[src/verilog/rcn_pkg.sv]
// ####################################################################
// Shared ring flit layout, ID values and address decode for the ring
// Addresses on the ring are word addresses, and ranges are byte values
// ####################################################################
package rcn_pkg;

  // Word address carried in a flit, byte address divided by 4
  typedef logic [17:0] rcn_addr_t;

  // Master ID, also used to route responses back
  typedef logic [7:0] rcn_id_t;

  // One 64-bit ring slot, fields listed from the top bit down
  typedef struct packed {
    logic      valid;
    logic      req;
    rcn_id_t   src_id;
    logic [3:0] wmask;
    rcn_addr_t addr;
    logic [31:0] data;
  } rcn_flit_t;

  // Requests with this ID are taken off the ring without a response
  localparam rcn_id_t RCN_ID_POSTED = 8'hFF;

  // Only full writes and plain reads are decoded by the slaves
  localparam logic [3:0] RCN_WMASK_WRITE = 4'b1111;
  localparam logic [3:0] RCN_WMASK_READ  = 4'b0000;

  // An empty slot
  localparam rcn_flit_t RCN_FLIT_IDLE = '0;

  // True when the word address falls in the byte range given by base and mask
  function automatic logic rcn_addr_hit(
    input rcn_addr_t   addr,
    input logic [19:0] base,
    input logic [19:0] mask
  );
    return (({addr, 2'b00} & mask) == (base & mask));
  endfunction

endpackage

[src/verilog/rcn_event.sv]
`timescale 1ns/1ps
// ####################################################################
// Event-flag slave, four flag words and four mask words on the ring
// Partial write masks are claimed and answered but change nothing
// Fixed three-cycle delay from rcn_in to rcn_out for every flit
// ####################################################################
module rcn_event
  import rcn_pkg::*;
#(
  parameter logic [19:0] EVENT_ADDR_MASK = 20'hFFFE0,
  parameter logic [19:0] EVENT_ADDR_BASE = 20'hFFFE0
)
(
  input  logic       CLK,
  input  logic       RST,
  output logic [3:0] event_pending,
  input  rcn_flit_t  rcn_in,
  output rcn_flit_t  rcn_out
);

  // Input register, match stage and output register
  rcn_flit_t din;
  rcn_flit_t din_d1;
  logic      match;
  logic      match_d1;

  // Flag and mask state, indexed by the low 2 bits of the word address
  logic [3:0][31:0] flags;
  logic [3:0][31:0] masks;

  // Register contents before the claimed operation
  logic [31:0] rd_data;

  logic [1:0]  sel;
  logic        sel_mask;
  logic        is_write;
  logic        is_read;
  logic [31:0] set_bit;
  rcn_flit_t   rsp_flit;

  always_comb
  begin
    match    = din.valid && din.req &&
               rcn_addr_hit(din.addr, EVENT_ADDR_BASE, EVENT_ADDR_MASK);
    // Word 0 to 3 are flags, 4 to 7 are masks
    sel      = din.addr[1:0];
    sel_mask = din.addr[2];
    is_write = (din.wmask == RCN_WMASK_WRITE);
    is_read  = (din.wmask == RCN_WMASK_READ);
    // Bit numbers of 32 and above set no flag
    if (din.data < 32'd32)
      set_bit = 32'd1 << din.data[4:0];
    else
      set_bit = 32'd0;
  end

  always_comb
  begin
    // Response keeps ID and address so it finds its way home
    rsp_flit      = din_d1;
    rsp_flit.req  = 1'b0;
    rsp_flit.data = rd_data;
  end

  always_ff @(posedge CLK or posedge RST)
  begin
    if (RST)
    begin
      din      <= RCN_FLIT_IDLE;
      din_d1   <= RCN_FLIT_IDLE;
      match_d1 <= 1'b0;
      rcn_out  <= RCN_FLIT_IDLE;
    end
    else
    begin
      din      <= rcn_in;
      din_d1   <= din;
      match_d1 <= match;
      if (!match_d1)
        rcn_out <= din_d1;
      else if (din_d1.src_id == RCN_ID_POSTED)
        rcn_out <= RCN_FLIT_IDLE;
      else
        rcn_out <= rsp_flit;
    end
  end

  // State changes at the match stage, two cycles ahead of the response
  always_ff @(posedge CLK or posedge RST)
  begin
    if (RST)
    begin
      flags <= '0;
      masks <= '0;
    end
    else if (match)
    begin
      if (sel_mask)
      begin
        if (is_write)
          masks[sel] <= din.data;
      end
      else if (is_write)
      begin
        flags[sel] <= flags[sel] | set_bit;
      end
      else if (is_read)
      begin
        // Reading a flag word clears it
        flags[sel] <= 32'd0;
      end
    end
  end

  always_ff @(posedge CLK)
  begin
    if (match)
      rd_data <= sel_mask ? masks[sel] : flags[sel];
  end

  // Pending follows the state one cycle later
  always_ff @(posedge CLK or posedge RST)
  begin
    if (RST)
      event_pending <= 4'd0;
    else
      for (int i = 0; i < 4; i++)
        event_pending[i] <= |(flags[i] & ~masks[i]);
  end

  // A claimed flit entered on rcn_in as a request three cycles earlier
  // Unless posted it leaves as the response to the same master and address
  a_claim_answered: assert property (@(posedge CLK) disable iff (RST)
    (match_d1 && (din_d1.src_id != RCN_ID_POSTED)) |=>
      ($past(rcn_in.valid && rcn_in.req, 3) &&
       rcn_out.valid && !rcn_out.req &&
       (rcn_out.src_id == $past(rcn_in.src_id, 3)) &&
       (rcn_out.addr == $past(rcn_in.addr, 3))));

endmodule

[src/verilog/rcn_event_top.sv]
`timescale 1ns/1ps
// ####################################################################
// Ring of one master, the event slave and the scratch slave
// One request at a time, req_valid only while busy is low
// ####################################################################
module rcn_event_top
  import rcn_pkg::*;
#(
  parameter rcn_id_t     MASTER_ID         = 8'h01,
  parameter logic [19:0] EVENT_ADDR_BASE   = 20'hFFFE0,
  parameter logic [19:0] EVENT_ADDR_MASK   = 20'hFFFE0,
  parameter logic [19:0] SCRATCH_ADDR_BASE = 20'h00100
)
(
  input  logic        CLK,
  input  logic        RST,
  input  logic        req_valid,
  input  logic        req_write,
  input  logic        req_posted,
  input  rcn_addr_t   req_addr,
  input  logic [31:0] req_data,
  output logic        busy,
  output logic        rsp_valid,
  output logic [31:0] rsp_data,
  output logic        rsp_err,
  output logic [3:0]  event_pending
);

  // Ring links, each driven by a register in its source module
  rcn_flit_t master_to_event;
  rcn_flit_t event_to_scratch;
  rcn_flit_t scratch_to_master;

  rcn_master #(.MASTER_ID(MASTER_ID)) rcn_master_inst (
    .CLK(CLK), .RST(RST),
    .req_valid(req_valid), .req_write(req_write), .req_posted(req_posted),
    .req_addr(req_addr), .req_data(req_data),
    .busy(busy), .rsp_valid(rsp_valid), .rsp_data(rsp_data), .rsp_err(rsp_err),
    .rcn_in(scratch_to_master), .rcn_out(master_to_event)
  );

  rcn_event #(.EVENT_ADDR_MASK(EVENT_ADDR_MASK), .EVENT_ADDR_BASE(EVENT_ADDR_BASE))
    rcn_event_inst (
    .CLK(CLK), .RST(RST), .event_pending(event_pending),
    .rcn_in(master_to_event), .rcn_out(event_to_scratch)
  );

  rcn_scratch #(.SCRATCH_ADDR_BASE(SCRATCH_ADDR_BASE)) rcn_scratch_inst (
    .CLK(CLK), .RST(RST),
    .rcn_in(event_to_scratch), .rcn_out(scratch_to_master)
  );

endmodule

[src/verilog/rcn_master.sv]
`timescale 1ns/1ps
// ####################################################################
// Single ring master with at most one request in flight
// Posted writes use ID 0xFF and release busy once the flit is sent
// A returning request with ID 0xFF was unclaimed and is dropped quietly
// ####################################################################
module rcn_master
  import rcn_pkg::*;
#(
  parameter rcn_id_t MASTER_ID = 8'h01
)
(
  input  logic        CLK,
  input  logic        RST,
  input  logic        req_valid,
  input  logic        req_write,
  input  logic        req_posted,
  input  rcn_addr_t   req_addr,
  input  logic [31:0] req_data,
  output logic        busy,
  output logic        rsp_valid,
  output logic [31:0] rsp_data,
  output logic        rsp_err,
  input  rcn_flit_t   rcn_in,
  output rcn_flit_t   rcn_out
);

  // Request flit held until an empty slot comes by
  rcn_flit_t req_flit;
  // High while req_flit still has to go onto the ring
  logic      pend;
  logic      accept;
  logic      own_hit;
  logic      orphan_hit;
  logic      insert;

  always_comb
  begin
    accept     = req_valid && !busy;
    // Our own flit came back, either answered or still a request
    own_hit    = rcn_in.valid && (rcn_in.src_id == MASTER_ID);
    // A posted write that no slave claimed, and only this master sends those
    orphan_hit = rcn_in.valid && rcn_in.req && (rcn_in.src_id == RCN_ID_POSTED);
    // Slot rule: only an empty slot may be filled
    insert     = pend && !rcn_in.valid;
  end

  always_ff @(posedge CLK or posedge RST)
  begin
    if (RST)
    begin
      rcn_out   <= RCN_FLIT_IDLE;
      pend      <= 1'b0;
      busy      <= 1'b0;
      rsp_valid <= 1'b0;
      rsp_err   <= 1'b0;
    end
    else
    begin
      rsp_valid <= own_hit;
      // A flit that is still a request went all the way round unclaimed
      rsp_err   <= own_hit && rcn_in.req;

      // The output register is the only stage between rcn_in and rcn_out
      if (own_hit || orphan_hit)
        rcn_out <= RCN_FLIT_IDLE;
      else if (insert)
        rcn_out <= req_flit;
      else
        rcn_out <= rcn_in;

      if (accept)
      begin
        busy <= 1'b1;
        pend <= 1'b1;
      end
      else if (insert)
      begin
        pend <= 1'b0;
        // Nothing comes back for a posted write
        if (req_flit.src_id == RCN_ID_POSTED)
          busy <= 1'b0;
      end
      else if (own_hit)
      begin
        busy <= 1'b0;
      end
    end
  end

  // Request and response payload
  always_ff @(posedge CLK)
  begin
    if (accept)
    begin
      req_flit.valid  <= 1'b1;
      req_flit.req    <= 1'b1;
      req_flit.src_id <= req_posted ? RCN_ID_POSTED : MASTER_ID;
      req_flit.wmask  <= req_write ? RCN_WMASK_WRITE : RCN_WMASK_READ;
      req_flit.addr   <= req_addr;
      req_flit.data   <= req_data;
    end
    if (own_hit)
      rsp_data <= rcn_in.req ? 32'd0 : rcn_in.data;
  end

  // The caller must wait for busy to fall before the next strobe
  a_no_req_while_busy: assert property (@(posedge CLK) disable iff (RST)
    req_valid |-> !busy);

  // A posted read would never be answered
  a_posted_is_write: assert property (@(posedge CLK) disable iff (RST)
    (req_valid && req_posted) |-> req_write);

endmodule

[src/verilog/rcn_scratch.sv]
`timescale 1ns/1ps
// ####################################################################
// Eight-word scratch register slave, base aligned to 32 bytes
// Partial write masks read the word and leave it unchanged
// ####################################################################
module rcn_scratch
  import rcn_pkg::*;
#(
  parameter logic [19:0] SCRATCH_ADDR_BASE = 20'h00100
)
(
  input  logic      CLK,
  input  logic      RST,
  input  rcn_flit_t rcn_in,
  output rcn_flit_t rcn_out
);

  // Eight words cover 32 bytes of byte address space
  localparam logic [19:0] SCRATCH_ADDR_MASK = 20'hFFFE0;

  rcn_flit_t        din;
  rcn_flit_t        din_d1;
  logic             match;
  logic             match_d1;
  logic [7:0][31:0] words;
  logic [31:0]      rd_data;
  logic             is_write;

  always_comb
  begin
    match    = din.valid && din.req &&
               rcn_addr_hit(din.addr, SCRATCH_ADDR_BASE, SCRATCH_ADDR_MASK);
    is_write = (din.wmask == RCN_WMASK_WRITE);
  end

  // Same three stages as the event slave
  always_ff @(posedge CLK or posedge RST)
  begin
    if (RST)
    begin
      din      <= RCN_FLIT_IDLE;
      din_d1   <= RCN_FLIT_IDLE;
      match_d1 <= 1'b0;
      rcn_out  <= RCN_FLIT_IDLE;
      words    <= '0;
    end
    else
    begin
      din      <= rcn_in;
      din_d1   <= din;
      match_d1 <= match;
      if (match && is_write)
        words[din.addr[2:0]] <= din.data;
      if (!match_d1)
        rcn_out <= din_d1;
      else if (din_d1.src_id == RCN_ID_POSTED)
        rcn_out <= RCN_FLIT_IDLE;
      else
        rcn_out <= '{valid: 1'b1, req: 1'b0, src_id: din_d1.src_id,
                     wmask: din_d1.wmask, addr: din_d1.addr, data: rd_data};
    end
  end

  // A write answers with the value written
  always_ff @(posedge CLK)
  begin
    if (match)
      rd_data <= is_write ? din.data : words[din.addr[2:0]];
  end

endmodule
[config.mk]
export PLATFORM = sky130hd
export DESIGN_NAME = rcn_event_top
export DESIGN_NICKNAME = d
export VERILOG_FILES = /design/src/verilog/rcn_pkg.sv /design/src/verilog/rcn_event.sv /design/src/verilog/rcn_event_top.sv /design/src/verilog/rcn_master.sv /design/src/verilog/rcn_scratch.sv
export SDC_FILE = /design/constraint.sdc
export NUM_CORES = 2
export LEC_CHECK = 0
export ABC_AREA = 1
export BUFFER_PORTS_ARGS = -buffer_cell sky130_fd_sc_hd__buf_2
export CELL_PAD_IN_SITES_DETAIL_PLACEMENT = 1
export CELL_PAD_IN_SITES_GLOBAL_PLACEMENT = 2
export CORE_MARGIN = 3
export CORE_UTILIZATION = 45
export CTS_BUF_LIST = sky130_fd_sc_hd__clkbuf_8
export DETAILED_ROUTE_END_ITERATION = 16
export MAX_ROUTING_LAYER = met4
export PLACE_DENSITY = 0.9
export SYNTH_ARGS = -nofsm -noshare
export SYNTH_HDL_FRONTEND = slang
export SYNTH_SLANG_ARGS = --single-unit
[constraint.sdc]
create_clock -name CLK -period 53 [get_ports CLK]
set_clock_uncertainty 0.1 [all_clocks]
set_input_delay 5.3 -clock CLK [delete_from_list [all_inputs] [get_ports CLK]]
set_output_delay 5.3 -clock CLK [all_outputs]
set_load 0.01 [all_outputs]
==> results by group <==
Global route
  • Largest net degree at the start of global routing: 153
  • GRT overflow: 0
  • First-pass GRT wire length: 222200 µm
  • Tot GR Track Use: approximately 29%
  • Initial antenna violation count: 10
  • Via count of the first global-routing pass: ~36000

CTS
  • Worst-path clk slew: 60 ps
  • # Post-CTS Setup Buffers: 0
  • H-tree depth: 4
  • Clk_lat worst skew: roughly 900 ps
  • Root Driver: clkbuf_8
  • Cts bufs inserted: 185
  • CTS tree: yes
  • Clock buffer depth: 3
  • CTS resizes: 0
  • Hold_buf cts: 0
  • CTS sink cnt: 1118

Critical path
  • Worst setup SP type: input port
  • CP max-delay cell: buf_4
  • Cell Chain, Critical Path: buf_2, inv_8, buf_4, buf_12, buf_4
  • CP dominant cell by count: buf_4
  • Reg-to-reg startpoint: rcn_event_inst.din[36]$_DFF_PP0_
  • CP Launch Point: RST
  • Setup crit end kind: async pin
  • Max incr delay on CP: 860 ps
  • Crit path required time: 53740 ps
  • Crit path arrival time: around 8500 ps
  • Worst setup path category: in -> async
  • CP Max Fanout: 152

Detailed routing
  • Routed wire length per instance: between 20 and 25 µm
  • Via count: 34468
  • First-pass iteration count of the detailed router: 5
  • Drc violations: 0
  • Vias per inst: roughly 5.5
  • Final wirelength: 143400 µm
  • Final ANT Viol Nets: 0
  • Initial DRC Count: 2746

Synthesis
  • Compound-Gate Fraction of Synth Area: ~6.3%
  • Post-synthesis simple-gate area fraction: a little under a quarter
  • Synthesized instance count: 4809
  • Synthesized Nets: 4864
  • Post-synthesis xor/xnor area fraction: 0%
  • Synth Register Bits: 1118
  • Multiplexer share of the synthesized area: 0%
  • Post-synth cell types: 40
  • Sequential area share after synthesis: 64.39%
  • Post-Synth Adder-Cell Area: 0%
  • Synth Cell Area: 44600 µm²
  • Synth Warn #: 0
  • Largest family of logic cells by synthesized area: simple AND/OR/NAND/NOR gates
  • Syn Area/Cell: roughly 9 µm²

Placed design
  • Setup slack at placement: 44240 ps
  • Gpl congestion: 0.8783
  • Port bufs: 93
  • Post-DP HPWL: about 86000 µm
  • Placed cells: ~6000

Timing
  • Final setup viols: 0
  • Worst Setup Slack, final: 45220 ps
  • Post-route setup TNS: 0 ps
  • Peak Freq: 128.5 MHz
  • Post-layout min period: 7782 ps
  • Slew Viols, Final: 0
  • Rel. slew slack: 16.12%
  • Final hold vios: 0
  • Worst-Margin Slew: between 1000 and 1500 ps
  • Fin crit share: roughly 15%
  • RSZ-0062 raised after global routing: false

Die
  • DIE AREA: 102900 µm²
  • I/O Pins: 94
  • Row count: 114
  • Placeable Area: 97420 µm²
  • Die height: 320.8 µm
  • Die X: roughly 320 µm
  • Starting Density: 45.78%

Pwr
  • Power Density: 43.43 nW/µm²
  • Peak supply drop: 0.02856 mV
  • Lkg Pwr: roughly 25 nW

Layout
  • Sequential Area: 28720 µm²
  • Commonest cells after routing, fill and taps aside: nand2_1, dfrtp_1, nand3_1, inv_1, nor2_1
  • # nets final: 4913
  • Area delta synth->final: 10.84%
  • Commonest non-fill, non-tap cell in the layout: nand2_1
  • Multi-input logic area: 13140 µm²
  • Finished Layout Cells: around 6300
  • Share of cells above drive strength 1: 8.911%
  • Fill cells: 11196

Run
  • Max-cap violations: 0

Worst hold path
  • HP Class: reg -> reg
  • Hold Crit Start: rcn_event_inst.rcn_out[21]$_DFF_PP0_

Outcome
  • Outcome: finished, final reports clean
[logic make-up (layout without fill, tap and decap cells)]
family,count (synthesis),in the layout
AO/OA/AOI/OAI,502,502
buffers and inverters,691,887
flip-flops,1118,1118
other,0,3
AND/OR/NAND/NOR,2498,2498
[path summary, 6_finish.rpt]
check | end | slack (ps) | depth (start not counted)
max in group CLK | busy | 46160 | 1
worst max register to register | rcn_event_inst.flags[23]$_DFFE_PP0P_ | 49290 | 11
worst min-delay path | rcn_scratch_inst.din[21]$_DFF_PP0_ | 220 | 0
min in group asynchronous | rcn_scratch_inst.rcn_out[9]$_DFF_PP0_ | 4450 | 2
worst max-delay path | rcn_scratch_inst.words[190]$_DFFE_PP0P_ | 45220 | 5
worst min register to register | rcn_scratch_inst.din[21]$_DFF_PP0_ | 220 | 0
[flip-flops by register name, indices dropped and copies added (netlist names)]
| name | flops |
|---|---|
| rcn_scratch_inst.din | 64 |
| rcn_event_inst.din | 64 |
| rcn_master_inst.rsp_err | 1 |
| rcn_scratch_inst.match_d1 | 1 |
| rcn_master_inst.req_flit | 52 |
| rcn_master_inst.busy | 1 |
| rcn_event_inst.rcn_out | 64 |
| rcn_master_inst.rsp_data | 32 |
| rcn_event_inst.event_pending | 4 |
| rcn_scratch_inst.words | 256 |
| rcn_master_inst.rsp_valid | 1 |
| rcn_scratch_inst.rcn_out | 64 |
| rcn_event_inst.flags | 128 |
| rcn_master_inst.rcn_out | 64 |
| rcn_event_inst.rd_data | 32 |
| rcn_scratch_inst.rd_data | 32 |
| rcn_master_inst.pend | 1 |
| rcn_event_inst.din_d1 | 64 |
| rcn_event_inst.match_d1 | 1 |
| rcn_event_inst.masks | 128 |
| rcn_scratch_inst.din_d1 | 64 |
[final cells by class]
cell class              instances  area share, %
diodes                          3        0.01519
repair buffers                163          2.030
clock inverters               128          1.329
multi-input cells            3000          26.58
flip-flops and latches       1118          58.10
well taps                    1276          3.230
inverters                     390          2.979
clock buffers                 206          5.736
[power breakdown]
part / leakage (nW) / switching [W] / total (W) / internal [W]
clock network: 2.14 / 0.000360 / 0.000724 / 0.000364
registers: 14.4 / 0.000105 / 0.00111 / 0.00101
logic: 8.29 / 0.000243 / 0.000309 / 0.0000664
total: 24.8 / 0.000707 / 0.00215 / 0.00144
[stage by stage]
stage          util [%]  hold WS [ps]  cell area [µm²]  power (W)
2_1_floorplan         -         231.2            44600   0.001271
3_3_place_gp      47.15         231.5            45930   0.001414
3_5_place_dp      47.15         235.5            45930   0.001431
4_1_cts           50.73         219.0            49420   0.002163
5_1_grt           50.74         219.9            49430   0.002249
6_report          50.74         219.4            49430   0.002147
[synthesized netlist by cell type, drive strengths merged]
library cell,count,area (µm²)
a211oi,3,22.52
dfrtp,970,24270
a21oi,56,280.3
nor3,12,65.06
and2,3,18.77
nand3b,1,7.510
a22o,1,8.760
edfxtp,148,4444
nand3,483,2442
o21ai,279,1396
buf,136,728.2
or2,2,12.51
inv,387,1453
o31ai,27,216.5
and3,10,62.56
o21a,1,7.510
o2111ai,10,87.58
o211ai,5,37.54
clkinv,3,11.26
o22ai,100,625.6
nand4,41,262.8
nand2,1577,5929
nor2,369,1443
clkbuf,165,619.3
a31oi,7,43.79
a22oi,13,97.59
[critical path, delay by kind of cell]
kind	cells	cell delay, ps
buffers and inverters	5	2860
[per-layer routing]
layer	GRT usage, %	share of wire, %
met3	4.146	5.3
met2	46.71	48
met5	-	0
met1	39.12	44
met4	8.801	2.7
(Power assumes the default switching activity.)
